## config.mk

```make
export PLATFORM = sky130hd
export DESIGN_NAME = i3c_target_top
export DESIGN_NICKNAME = d
export VERILOG_FILES = /design/src/i3c_pkg.sv /design/src/i3c_out_stage.sv /design/src/i3c_addr_decode.sv /design/src/i3c_target_seq.sv /design/src/i3c_rx_result.sv /design/src/i3c_target_top.sv
export SDC_FILE = /design/constraint.sdc
export NUM_CORES = 1
export LEC_CHECK = 0
export ABC_CLOCK_PERIOD_IN_PS = 4100
export BUFFER_PORTS_ARGS = -buffer_cell sky130_fd_sc_hd__buf_2
export CORE_ASPECT_RATIO = 0.8
export CORE_MARGIN = 2
export CORE_UTILIZATION = 51
export CTS_CLUSTER_SIZE = 40
export DETAILED_ROUTE_END_ITERATION = 8
export PLACE_DENSITY_LB_ADDON = 0.15
export SLEW_MARGIN = 20
export SYNTH_ARGS = -nofsm -noshare
export SYNTH_HDL_FRONTEND = slang
export SYNTH_HIERARCHICAL = 1
export SYNTH_SLANG_ARGS = --single-unit
```

## constraint.sdc

```tcl
create_clock -name clk_i -period 4.1 [get_ports clk_i]
set_clock_uncertainty 0.05 [all_clocks]
set_input_delay 0.205 -clock clk_i [delete_from_list [all_inputs] [get_ports clk_i]]
set_output_delay 0.205 -clock clk_i [all_outputs]
set_load 0.05 [all_outputs]
```

## src/i3c_pkg.sv

```systemverilog
/*
  I3C target shared types
  Bus request/response, address setup, decode result, payload and
  status types plus the protocol constants used across the target
*/
package i3c_pkg;

  // Seven-bit I3C address, R/W bit sits below it on the bus
  localparam int unsigned AddrWidth = 7;

  // 0x7E with write, the broadcast address byte
  localparam logic [7:0] BcastByte = 8'hFC;

  // Level driven on SDA to acknowledge
  localparam logic AckValue = 1'b0;

  typedef logic [7:0] byte_t;

  // One device's address setup
  // Dynamic address wins over static when both are valid
  typedef struct packed {
    logic [AddrWidth-1:0] sta_addr;
    logic                 sta_valid;
    logic [AddrWidth-1:0] dyn_addr;
    logic                 dyn_valid;
  } addr_cfg_t;

  // Decode result of the last captured address byte
  typedef struct packed {
    logic ours;
    logic virt;
    logic bcast;
    logic rnw;
  } match_t;

  // Request to the bus layer, exactly one request bit at a time
  // Bit transfers use tx_value[0] only
  typedef struct packed {
    logic  rx_byte;
    logic  rx_bit;
    logic  tx_byte;
    logic  tx_bit;
    byte_t tx_value;
  } bus_req_t;

  // Response from the bus layer
  // start covers both START and repeated START
  typedef struct packed {
    logic  done;
    byte_t data;
    logic  start;
    logic  stop;
  } bus_rsp_t;

  // TX queue entry for private reads
  typedef struct packed {
    byte_t data;
    logic  last;
  } tx_word_t;

  // Received private write byte
  typedef struct packed {
    byte_t data;
    logic  virt;
  } rx_word_t;

  // Broadcast command code
  typedef byte_t ccc_t;

  typedef struct packed {
    logic idle;
    logic transmitting;
    logic xfer_active;
    logic virt_sel;
  } status_t;

  // Step pulses from the sequencer to the RX result path
  typedef struct packed {
    logic byte_done;
    logic tbit_done;
    logic ccc_done;
    logic virt;
  } rx_cmd_t;

endpackage

```

## src/i3c_out_stage.sv

```systemverilog
`timescale 1ns/1ps
/*
  One-entry valid/ready output stage
  Holds a single payload until the consumer takes it
*/
module i3c_out_stage #(
  parameter type payload_t = logic [7:0]
) (
  input  logic     clk_i,
  input  logic     rst_ni,
  input  logic     push_i,
  input  payload_t data_i,
  output logic     full_o,
  output logic     valid_o,
  output payload_t data_o,
  input  logic     ready_i
);

  logic     valid_q;
  payload_t data_q;
  logic     load;

  // Entry drained this cycle can be refilled at once
  assign full_o = valid_q && !ready_i;
  assign load   = push_i && !full_o;

  always_ff @(posedge clk_i or negedge rst_ni) begin
    if (!rst_ni) begin
      valid_q <= 1'b0;
    end else if (load) begin
      valid_q <= 1'b1;
    end else if (ready_i) begin
      valid_q <= 1'b0;
    end
  end

  always_ff @(posedge clk_i) begin
    if (load) data_q <= data_i;
  end

  assign valid_o = valid_q;
  assign data_o  = data_q;

endmodule

```

## src/i3c_addr_decode.sv

```systemverilog
`timescale 1ns/1ps
/*
  I3C address decoder
  Holds the captured address byte and matches it against the own,
  virtual and broadcast addresses
*/
module i3c_addr_decode
  import i3c_pkg::*;
(
  input  logic      clk_i,
  input  logic      rst_ni,
  input  logic      capture_i,
  input  byte_t     byte_i,
  input  logic      clear_i,
  input  addr_cfg_t own_cfg_i,
  input  addr_cfg_t virt_cfg_i,
  output match_t    match_o
);

  logic [AddrWidth-1:0] addr_q;
  logic                 rnw_q;
  // Set once an address byte is held, so a cleared register never matches
  logic                 addr_vld_q;

  // {valid, address} of each device
  logic [AddrWidth:0]   own_eff;
  logic [AddrWidth:0]   virt_eff;

  // Dynamic address first, then static, else no address at all
  function automatic logic [AddrWidth:0] eff_addr(input addr_cfg_t cfg);
    logic [AddrWidth:0] res;
    if (cfg.dyn_valid) begin
      res = {1'b1, cfg.dyn_addr};
    end else if (cfg.sta_valid) begin
      res = {1'b1, cfg.sta_addr};
    end else begin
      res = '0;
    end
    return res;
  endfunction

  always_ff @(posedge clk_i or negedge rst_ni) begin
    if (!rst_ni) begin
      addr_q     <= '0;
      rnw_q      <= 1'b0;
      addr_vld_q <= 1'b0;
    end else if (capture_i) begin
      // Bus order is address in the upper bits, R/W in bit 0
      addr_q     <= byte_i[7:1];
      rnw_q      <= byte_i[0];
      addr_vld_q <= 1'b1;
    end else if (clear_i) begin
      addr_q     <= '0;
      rnw_q      <= 1'b0;
      addr_vld_q <= 1'b0;
    end
  end

  assign own_eff  = eff_addr(own_cfg_i);
  assign virt_eff = eff_addr(virt_cfg_i);

  always_comb begin
    match_o.ours  = addr_vld_q && own_eff[AddrWidth] && (own_eff[AddrWidth-1:0] == addr_q);
    match_o.virt  = addr_vld_q && virt_eff[AddrWidth] && (virt_eff[AddrWidth-1:0] == addr_q);
    match_o.bcast = addr_vld_q && ({addr_q, rnw_q} == BcastByte);
    match_o.rnw   = rnw_q;
  end

endmodule

```

## src/i3c_target_seq.sv

```systemverilog
`timescale 1ns/1ps
/*
  I3C target transfer sequencer
  Steps through address, ACK, private write, private read and broadcast
  CCC phases, issuing held bus requests, the ACK/NACK decision and TX pops
*/
module i3c_target_seq
  import i3c_pkg::*;
(
  input  logic     clk_i,
  input  logic     rst_ni,
  input  logic     enable_i,
  input  bus_rsp_t bus_rsp_i,
  output bus_req_t bus_req_o,
  input  match_t   match_i,
  output logic     capture_o,
  output logic     clear_o,
  input  logic     tx_valid_i,
  input  tx_word_t tx_word_i,
  output logic     tx_ready_o,
  output rx_cmd_t  rx_cmd_o,
  output logic     nack_o,
  output status_t  status_o
);

  typedef enum logic [3:0] {
    Idle,
    RxAddr,
    Check,
    AckAddr,
    RxCcc,
    WrData,
    WrTbit,
    RdData,
    RdTbit,
    Wait
  } state_e;

  state_e   state_q, state_d;
  logic     take_xfer;
  logic     nack_q;
  // Transfer selected the virtual device
  logic     virt_q;
  logic     xfer_q;
  // T-bit value for the byte in flight, 1 means more data follows
  logic     tbit_q;
  tx_word_t tx_q;

  // Broadcast always ACKed, reads only with a byte ready in the queue
  assign take_xfer = match_i.bcast |
                     ((match_i.ours | match_i.virt) & (~match_i.rnw | tx_valid_i));

  always_comb begin
    state_d = state_q;
    unique case (state_q)
      // Left only through the START and STOP overrides below
      Idle, Wait: ;
      RxAddr: begin
        if (bus_rsp_i.done) state_d = Check;
      end
      Check: begin
        state_d = take_xfer ? AckAddr : Wait;
      end
      AckAddr: begin
        if (bus_rsp_i.done) begin
          if (match_i.bcast) begin
            state_d = RxCcc;
          end else if (!match_i.rnw) begin
            state_d = WrData;
          end else if (tx_valid_i) begin
            state_d = RdData;
          end else begin
            state_d = Wait;
          end
        end
      end
      // Bytes after the command code are not taken
      RxCcc: begin
        if (bus_rsp_i.done) state_d = Wait;
      end
      WrData: begin
        if (bus_rsp_i.done) state_d = WrTbit;
      end
      WrTbit: begin
        if (bus_rsp_i.done) state_d = WrData;
      end
      RdData: begin
        if (bus_rsp_i.done) state_d = RdTbit;
      end
      RdTbit: begin
        if (bus_rsp_i.done) state_d = (tbit_q && tx_valid_i) ? RdData : Wait;
      end
      default: state_d = Idle;
    endcase

    // Repeated START restarts address reception
    if (enable_i && bus_rsp_i.start && (state_q != RxAddr)) state_d = RxAddr;
    // STOP wins over everything
    if (bus_rsp_i.stop) state_d = Idle;
  end

  always_ff @(posedge clk_i or negedge rst_ni) begin
    if (!rst_ni) begin
      state_q <= Idle;
      nack_q  <= 1'b0;
      virt_q  <= 1'b0;
      xfer_q  <= 1'b0;
      tbit_q  <= 1'b0;
    end else begin
      state_q <= state_d;
      // One pulse per refused transaction
      nack_q  <= (state_q == Check) && (state_d == Wait);
      if (state_q == Check) begin
        // Own address takes priority if both devices share it
        virt_q <= !match_i.bcast && match_i.virt && !match_i.ours;
        xfer_q <= take_xfer;
      end else if (state_q == Idle) begin
        virt_q <= 1'b0;
        xfer_q <= 1'b0;
      end
      // Empty queue after a non-last byte also ends the read
      if ((state_q == RdData) && bus_rsp_i.done) tbit_q <= !tx_q.last && tx_valid_i;
    end
  end

  // Pop one word on each entry into the read data state
  // Both entry paths already require a word in the queue
  assign tx_ready_o = (state_d == RdData) && (state_q != RdData);

  always_ff @(posedge clk_i) begin
    if (tx_ready_o) tx_q <= tx_word_i;
  end

  always_comb begin
    bus_req_o = '0;
    unique case (state_q)
      RxAddr, RxCcc, WrData: bus_req_o.rx_byte = 1'b1;
      WrTbit: bus_req_o.rx_bit = 1'b1;
      AckAddr: begin
        bus_req_o.tx_bit   = 1'b1;
        bus_req_o.tx_value = {7'h00, AckValue};
      end
      RdData: begin
        bus_req_o.tx_byte  = 1'b1;
        bus_req_o.tx_value = tx_q.data;
      end
      RdTbit: begin
        bus_req_o.tx_bit   = 1'b1;
        bus_req_o.tx_value = {7'h00, tbit_q};
      end
      default: ;
    endcase
  end

  // Decode reads the byte straight off the bus response
  assign capture_o = (state_q == RxAddr) && bus_rsp_i.done;
  assign clear_o   = (state_q == Idle);

  always_comb begin
    rx_cmd_o.byte_done = (state_q == WrData) && bus_rsp_i.done;
    rx_cmd_o.tbit_done = (state_q == WrTbit) && bus_rsp_i.done;
    rx_cmd_o.ccc_done  = (state_q == RxCcc) && bus_rsp_i.done;
    rx_cmd_o.virt      = virt_q;
  end

  assign nack_o = nack_q;

  always_comb begin
    status_o.idle         = (state_q == Idle);
    status_o.transmitting = state_q inside {AckAddr, RdData, RdTbit};
    status_o.xfer_active  = xfer_q;
    status_o.virt_sel     = virt_q;
  end

endmodule

```

## src/i3c_rx_result.sv

```systemverilog
`timescale 1ns/1ps
/*
  I3C RX result path
  Checks write-data parity and pushes good bytes and CCC codes into
  their output stages, flagging parity errors and overflow
*/
module i3c_rx_result
  import i3c_pkg::*;
(
  input  logic     clk_i,
  input  logic     rst_ni,
  input  rx_cmd_t  rx_cmd_i,
  input  byte_t    bus_data_i,
  input  logic     rx_full_i,
  input  logic     ccc_full_i,
  output logic     rx_push_o,
  output rx_word_t rx_word_o,
  output logic     ccc_push_o,
  output ccc_t     ccc_o,
  output logic     parity_err_o,
  output logic     overflow_o
);

  byte_t data_q;
  // A data byte is waiting for its T-bit
  logic  byte_vld_q;
  logic  tbit_ok;
  logic  tbit_evt;

  always_ff @(posedge clk_i) begin
    if (rx_cmd_i.byte_done) data_q <= bus_data_i;
  end

  always_ff @(posedge clk_i or negedge rst_ni) begin
    if (!rst_ni) begin
      byte_vld_q <= 1'b0;
    end else if (rx_cmd_i.byte_done) begin
      byte_vld_q <= 1'b1;
    end else if (rx_cmd_i.tbit_done) begin
      byte_vld_q <= 1'b0;
    end
  end

  // Odd parity, T-bit makes the nine bits odd
  assign tbit_ok  = (bus_data_i[0] == ~(^data_q));
  assign tbit_evt = rx_cmd_i.tbit_done && byte_vld_q;

  assign rx_push_o    = tbit_evt && tbit_ok;
  assign parity_err_o = tbit_evt && !tbit_ok;

  always_comb begin
    rx_word_o.data = data_q;
    rx_word_o.virt = rx_cmd_i.virt;
  end

  // Command code is taken directly from the completing byte
  assign ccc_push_o = rx_cmd_i.ccc_done;
  assign ccc_o      = bus_data_i;

  // Stage refuses the push and keeps what it holds
  assign overflow_o = (rx_push_o && rx_full_i) || (ccc_push_o && ccc_full_i);

endmodule

```

## src/i3c_target_top.sv

```systemverilog
`timescale 1ns/1ps
/*
  I3C target sequencing core
  Address decode, transfer sequencer, RX result path and two output
  stages for received bytes and broadcast CCC codes
*/
module i3c_target_top
  import i3c_pkg::*;
(
  input  logic      clk_i,
  input  logic      rst_ni,
  input  logic      enable_i,
  input  addr_cfg_t own_cfg_i,
  input  addr_cfg_t virt_cfg_i,
  input  bus_rsp_t  bus_rsp_i,
  output bus_req_t  bus_req_o,
  input  logic      tx_valid_i,
  input  tx_word_t  tx_word_i,
  output logic      tx_ready_o,
  output logic      rx_valid_o,
  output rx_word_t  rx_word_o,
  input  logic      rx_ready_i,
  output logic      ccc_valid_o,
  output ccc_t      ccc_o,
  input  logic      ccc_ready_i,
  output logic      nack_o,
  output logic      parity_err_o,
  output logic      overflow_o,
  output status_t   status_o
);

  match_t   match;
  logic     capture;
  logic     clear;
  rx_cmd_t  rx_cmd;
  logic     rx_full;
  logic     ccc_full;
  logic     rx_push;
  rx_word_t rx_word;
  logic     ccc_push;
  ccc_t     ccc_code;

  i3c_addr_decode i3c_addr_decode_i (
    .clk_i      (clk_i),
    .rst_ni     (rst_ni),
    .capture_i  (capture),
    .byte_i     (bus_rsp_i.data),
    .clear_i    (clear),
    .own_cfg_i  (own_cfg_i),
    .virt_cfg_i (virt_cfg_i),
    .match_o    (match)
  );

  i3c_target_seq i3c_target_seq_i (
    .clk_i      (clk_i),
    .rst_ni     (rst_ni),
    .enable_i   (enable_i),
    .bus_rsp_i  (bus_rsp_i),
    .bus_req_o  (bus_req_o),
    .match_i    (match),
    .capture_o  (capture),
    .clear_o    (clear),
    .tx_valid_i (tx_valid_i),
    .tx_word_i  (tx_word_i),
    .tx_ready_o (tx_ready_o),
    .rx_cmd_o   (rx_cmd),
    .nack_o     (nack_o),
    .status_o   (status_o)
  );

  i3c_rx_result i3c_rx_result_i (
    .clk_i        (clk_i),
    .rst_ni       (rst_ni),
    .rx_cmd_i     (rx_cmd),
    .bus_data_i   (bus_rsp_i.data),
    .rx_full_i    (rx_full),
    .ccc_full_i   (ccc_full),
    .rx_push_o    (rx_push),
    .rx_word_o    (rx_word),
    .ccc_push_o   (ccc_push),
    .ccc_o        (ccc_code),
    .parity_err_o (parity_err_o),
    .overflow_o   (overflow_o)
  );

  // Received write bytes
  i3c_out_stage #(.payload_t(rx_word_t)) rx_stage_i (
    .clk_i   (clk_i),
    .rst_ni  (rst_ni),
    .push_i  (rx_push),
    .data_i  (rx_word),
    .full_o  (rx_full),
    .valid_o (rx_valid_o),
    .data_o  (rx_word_o),
    .ready_i (rx_ready_i)
  );

  // Broadcast command codes
  i3c_out_stage #(.payload_t(ccc_t)) ccc_stage_i (
    .clk_i   (clk_i),
    .rst_ni  (rst_ni),
    .push_i  (ccc_push),
    .data_i  (ccc_code),
    .full_o  (ccc_full),
    .valid_o (ccc_valid_o),
    .data_o  (ccc_o),
    .ready_i (ccc_ready_i)
  );

endmodule

```

**Yosys cells after proc, flatten, opt, wreduce, memory -nomap -nowiden**

Cells that the tools add are included.

- Mux-type cells: 37
- Equal/unequal tests: 17
- Bitwise operators: 6
- $mul: 0
- Divide/modulo/power cells: 0
- $lt $le $gt $ge: 0
- Add/sub/neg operators: 0
- Reductions and logical operators: 47
- Shifts and indexed selects: 0

Operator list:

| kind | number |
|---|---|
| 4-bit two-way mux | 14 |
| 4-bit case mux with 9 select lines | 1 |
| 8-bit two-way mux | 4 |
| 1-bit logical AND | 27 |
| 4-bit by 3-bit equality test with 1-bit output, second input constant | 5 |
| 8-bit case mux with 2 select lines | 1 |
| 1-bit two-way mux | 15 |
| 7-bit equality test | 2 |
| 7-bit two-way mux | 2 |
| 4-bit equality test, second input constant | 3 |
| 2-bit nonzero test | 5 |
| 4-bit by 2-bit equality test with 1-bit output, second input constant | 2 |
| 8-bit equality test, second input constant | 1 |
| 1-bit zero test | 8 |
| 8-bit XOR reduction | 1 |
| 4-bit by 1-bit equality test with 1-bit output, second input constant | 1 |
| 4-bit zero test | 1 |
| 4-bit by 1-bit != test with 1-bit output, second input constant | 1 |
| 4-bit by 3-bit != test with 1-bit output, second input constant | 1 |
| 2-bit OR reduction | 2 |
| 1-bit OR | 3 |
| 3-bit nonzero test | 1 |
| 3-bit OR reduction | 1 |
| 1-bit NOT | 2 |
| 3 further kinds | 3 |

- Register bits: 54
- ROM bits: 0
- Memory bits (writable): 0
- Logic and storage cells: 124
- Memories: 0
- Latch bits: 0

**Longest topological paths before layout**

- Depth in word-level cells: 13
- Depth in mapped cells: 11
- Depth with buffers taken out: 9

**By module**

Netlist, hierarchy kept.

Modules (own cells, without submodules):

| module | area each (sq um) | cells an instance | seq. area each (sq um) | times used |
|---|---|---|---|---|
| i3c_target_seq | 1102.3 | 120 | 470.5 | 1 |
| i3c_addr_decode | 852.1 | 108 | 225.2 | 1 |
| i3c_rx_result | 456.7 | 34 | 265.3 | 1 |
| i3c_out_stage (rx_stage_i) | 327.8 | 14 | 295.3 | 1 |
| i3c_out_stage (ccc_stage_i) | 297.8 | 13 | 265.3 | 1 |

**Worst setup path after synthesis**

OpenSTA, ideal clock, no wires.

- Kind: reg2reg
- From: register i3c_addr_decode_i.addr_q[0]
- To: register i3c_target_seq_i/tx_q[0] (netlist name), enable pin
- Required time: 3631 ps
- Path buffers: 0
- Setup slack: 399 ps
- Period minus slack after synthesis: 3701 ps
- Cell stages (with the launch flop): 8
- Library setup time: 419 ps
- Data arrival time: 3232 ps
- Cells stage by stage: dfrtp_1 nand3b_1 nor4b_1 nor3b_1 nor4b_1 nor3_1 o21a_1 nor4b_2

RTL lines:

| item | RTL line | text |
|---|---|---|
| start, declared | i3c_addr_decode.sv:20 | `logic [AddrWidth-1:0] addr_q;` |
| start signal, assigned | i3c_addr_decode.sv:49 | `addr_q <= byte_i[7:1];` |
| end signal, assigned | i3c_target_seq.sv:131 | `if (tx_ready_o) tx_q <= tx_word_i;` |
| end, declared | i3c_target_seq.sv:47 | `tx_word_t tx_q;` |

==> summary.txt <==
Logic synthesis
  • Cells after Synth: ~290
  • Post-synth EDFFs: 34
  • Top_reg_cell synth: edfxtp_1
  • Synth cell types: 61
  • Synth Area per Inst: roughly 11 µm²
  • Mapped cell area: a little over 3000 µm²
  • Post-synth ARST share: 0.370
  • Yosys warns: 6
  • Seq/Total Area, Yosys: 0.501
  • Syn Nets: approximately 350
  • Synth Register Bits: 54

GRT
  • Initial antenna violation count: 0
  • GR Overflow Total: 0
  • Vias in the first global route: around 2200
  • Pin count of the biggest net entering global routing: 23
  • First-pass GRT wire length: about 11000 µm
  • GR Util All Layers: 0.202

Timing
  • Final Setup Violations: 0
  • Slew Limit Fails: 0
  • TNS Setup: 0 ps
  • Final Hold Violating Endpoints: 0
  • F_max: between 200 and 300 MHz
  • Worst Tran Pin Value: about 700 ps
  • RSZ-0062 raised after global routing: false
  • Relative slew slack: 0.534
  • Fin crit period: between 3000 and 4000 ps
  • Worst Slack Setup Final: about 720 ps
  • Fraction of the cycle the final worst path needs: 0.825

CTS
  • H-tree levels: 2
  • Hold buffers post-CTS: 1
  • Clk_lat worst skew: around 310 ps
  • TritonCTS Buffers: 5
  • Root buffer cell: clkbuf_8
  • Post-CTS Setup Inserts: 0
  • Clock sinks: 54
  • TritonCTS clock tree: yes
  • Clk pin slew, worst setup/hold paths: 100 ps
  • Max Root-Sink Buffers: 2
  • Post-cts sizing count: 0

Layout
  • FILL cells: ~520
  • Layout area overhead: 17.0%
  • Post-layout util: 0.611
  • # diodes: 0
  • Layout cell share with drive strength beyond 1: 0.335
  • Layout Nets: between 400 and 500

Routing
  • Metal1 wirelength: slightly above 3000 µm
  • DR WL/cell: approximately 15 µm
  • Routed WL: 6640 µm
  • Highest routed layer: met4
  • Met3 WL: roughly 400 µm
  • Residual DRC: 0
  • Vias per cell: 5.38
  • Antenna viol nets, final: 0
  • First-pass detailed-route iteration total: 5
  • Met2 routed WL: approximately 3100 µm
  • Detailed Route Iter0 Violations: 162
  • Via count: about 2400

Placement
  • GP Congestion: between 0.8 and 0.9
  • Worst slack at placement: approximately 930 ps
  • HPWL after detailed placement: ~5000 µm
  • Port bufs: 96

Pwr
  • Flop pwr share: 0.572
  • Worst vdd ir: approximately 120 µV
  • Cell-internal power: slightly below 0.8 mW
  • Logic gate share of total power: 0.135
  • Sw Pwr: between 0.2 and 0.3 mW
  • Sw Share: 0.268
  • Pwr Total: between 1 and 1.5 mW
  • Clk pwr share: 0.293
  • Pwr dens: slightly below 300 nW/µm²
  • P_leak: 1.54 nW

Worst setup path
  • CP cell instances: a221oi_1 -> o22ai_1 -> nor4_1 -> or2_2 -> a21oi_1 -> nor2_2 -> nor3_1 -> nor4b_2 -> buf_2
  • Data arrival, critical path: ~3100 ps
  • Crit. End Element: primary output
  • Critical Path Max Stage Delay: roughly 590 ps
  • Crit path kind: reg -> out
  • CP startpoint kind: register
  • Slowest cell on the critical path: nor4b_2
  • Req. time, crit path: between 3000 and 4000 ps
  • CP top delay family: simple AND/OR/NAND/NOR gates
  • CP Buf/Inv Count: 1
  • Worst-path maximum fanout: 8

Die
  • Die H: roughly 73 µm
  • Initial core utilization: 0.522
  • Die width: about 90 µm
  • Std-Cell Rows: 25
  • IO Count: a little under 100
  • Die area: approximately 6600 µm²
  • Core box area: ~5800 µm²

Outcome
  • Status: completed

Min path
  • Min-Delay Path Class: in -> reg

Job
  • Max Cap Viol: 0
## final timing paths
path | start | to | slack (ps) | cells after the start
worst max-delay path | i3c_addr_decode_i/addr_q[1] | tx_ready_o | 720 | 9
worst min-delay path | tx_word_i[0] | i3c_target_seq_i/tx_q[0] | 20 | 1
worst max register to register | i3c_addr_decode_i/addr_q[1] | i3c_target_seq_i/tx_q[8] | 1060 | 9
worst min register to register | i3c_rx_result_i/data_q[2] | rx_stage_i/data_o[3] | 430 | 0
max in group asynchronous | rst_ni | i3c_target_seq_i/tbit_q | 3290 | 2
min in group asynchronous | rst_ni | rx_stage_i/valid_o | 360 | 2
## cells in the mapped netlist, types with 3 or more instances
cell	n	area [µm²]
nor2b_1	4	25.0
a221oi_1	8	70.1
o22ai_1	5	31.3
nor2_1	16	60.1
buf_4	15	113
nand3_1	13	65.1
nand4b_1	4	35.0
inv_1	8	30.0
edfxtp_1	34	1020
xnor2_1	7	61.3
dfrtp_1	20	500
nand2b_4	3	41.3
nand3b_1	6	45.0
nor4_1	3	18.8
nand2b_1	17	106
buf_2	7	35.0
o21ai_0	16	80.1
nor4b_1	3	26.3
and2_1	7	43.8
a21o_1	4	30.0
nand2_1	29	109
a21oi_1	4	20.0
nor3_1	7	35.0
## cells in the final DEF, fill, tap and decap left out, drive strengths merged, types with 2 or more instances in the layout
cell / instances
a21boi: 3
or3: 2
nand4: 2
a221oi: 8
xnor2: 7
o21ai: 16
a21oi: 4
inv: 11
o211ai: 2
nor3: 7
and3b: 2
nor2: 17
nor4b: 4
o22ai: 5
nor4: 3
dfrtp: 20
nand4b: 4
nand3: 13
nand2b: 20
buf: 99
nand3b: 6
a21o: 5
xor2: 2
a221o: 2
nand2: 30
and2: 9
nor2b: 5
a211oi: 2
clkbuf: 5
nor3b: 2
edfxtp: 34
## cell type report
type	instances	area [µm²]	share of cell area
clock buffer	5	68.8	0.0194
clock inverter	3	26.3	0.00739
inverter	9	33.8	0.00951
multi-input combinational	199	1290	0.363
sequential	54	1520	0.428
tap	81	101	0.0285
timing repair buffer	100	513	0.144
## power by group through the flow
| stage | logic (mW) | registers (mW) | clock network [mW] |
|---|---|---|---|
| 4_1_cts | 0.144 | 0.604 | 0.321 |
| 6_report | 0.143 | 0.605 | 0.310 |
| 5_1_grt | 0.158 | 0.607 | 0.339 |
| 2_1_floorplan | 0.103 | 0.605 | 0 |
| 3_3_place_gp | 0.140 | 0.615 | 0 |
| 3_5_place_dp | 0.142 | 0.616 | 0 |
## flip-flops by register name, summed over array words and instances (netlist names), 4 cells and up
name,count
i3c_target_seq_i/tx_q,9
ccc_stage_i/data_o,8
i3c_addr_decode_i/addr_q,7
rx_stage_i/data_o,9
i3c_target_seq_i/state_q,4
i3c_rx_result_i/data_q,8
## stage by stage
stage	area, µm²	instances	hold slack [ps]
final	3550	451	15.7
after global routing	3550	451	2.99
after CTS	3550	451	2.49
after detailed placement	3450	442	153
after global placement	3450	442	155
after floorplan	3040	289	-141
## cells by family after synthesis
family                    share of synthesized area
buffers and inverters                        0.0746
DFF                                           0.501
AOI/OAI and AO/OA                             0.141
and+or+nand+nor                               0.250
xor gates and xnor gates                     0.0334
## metal layers
layer,GRT usage,vias up
met2,0.327,88
met1,0.289,1143
met5,0,-
li1,-,1193
met4,0.0530,0
met3,0.0320,4
Note: power is estimated with default switching activity, not from simulation.
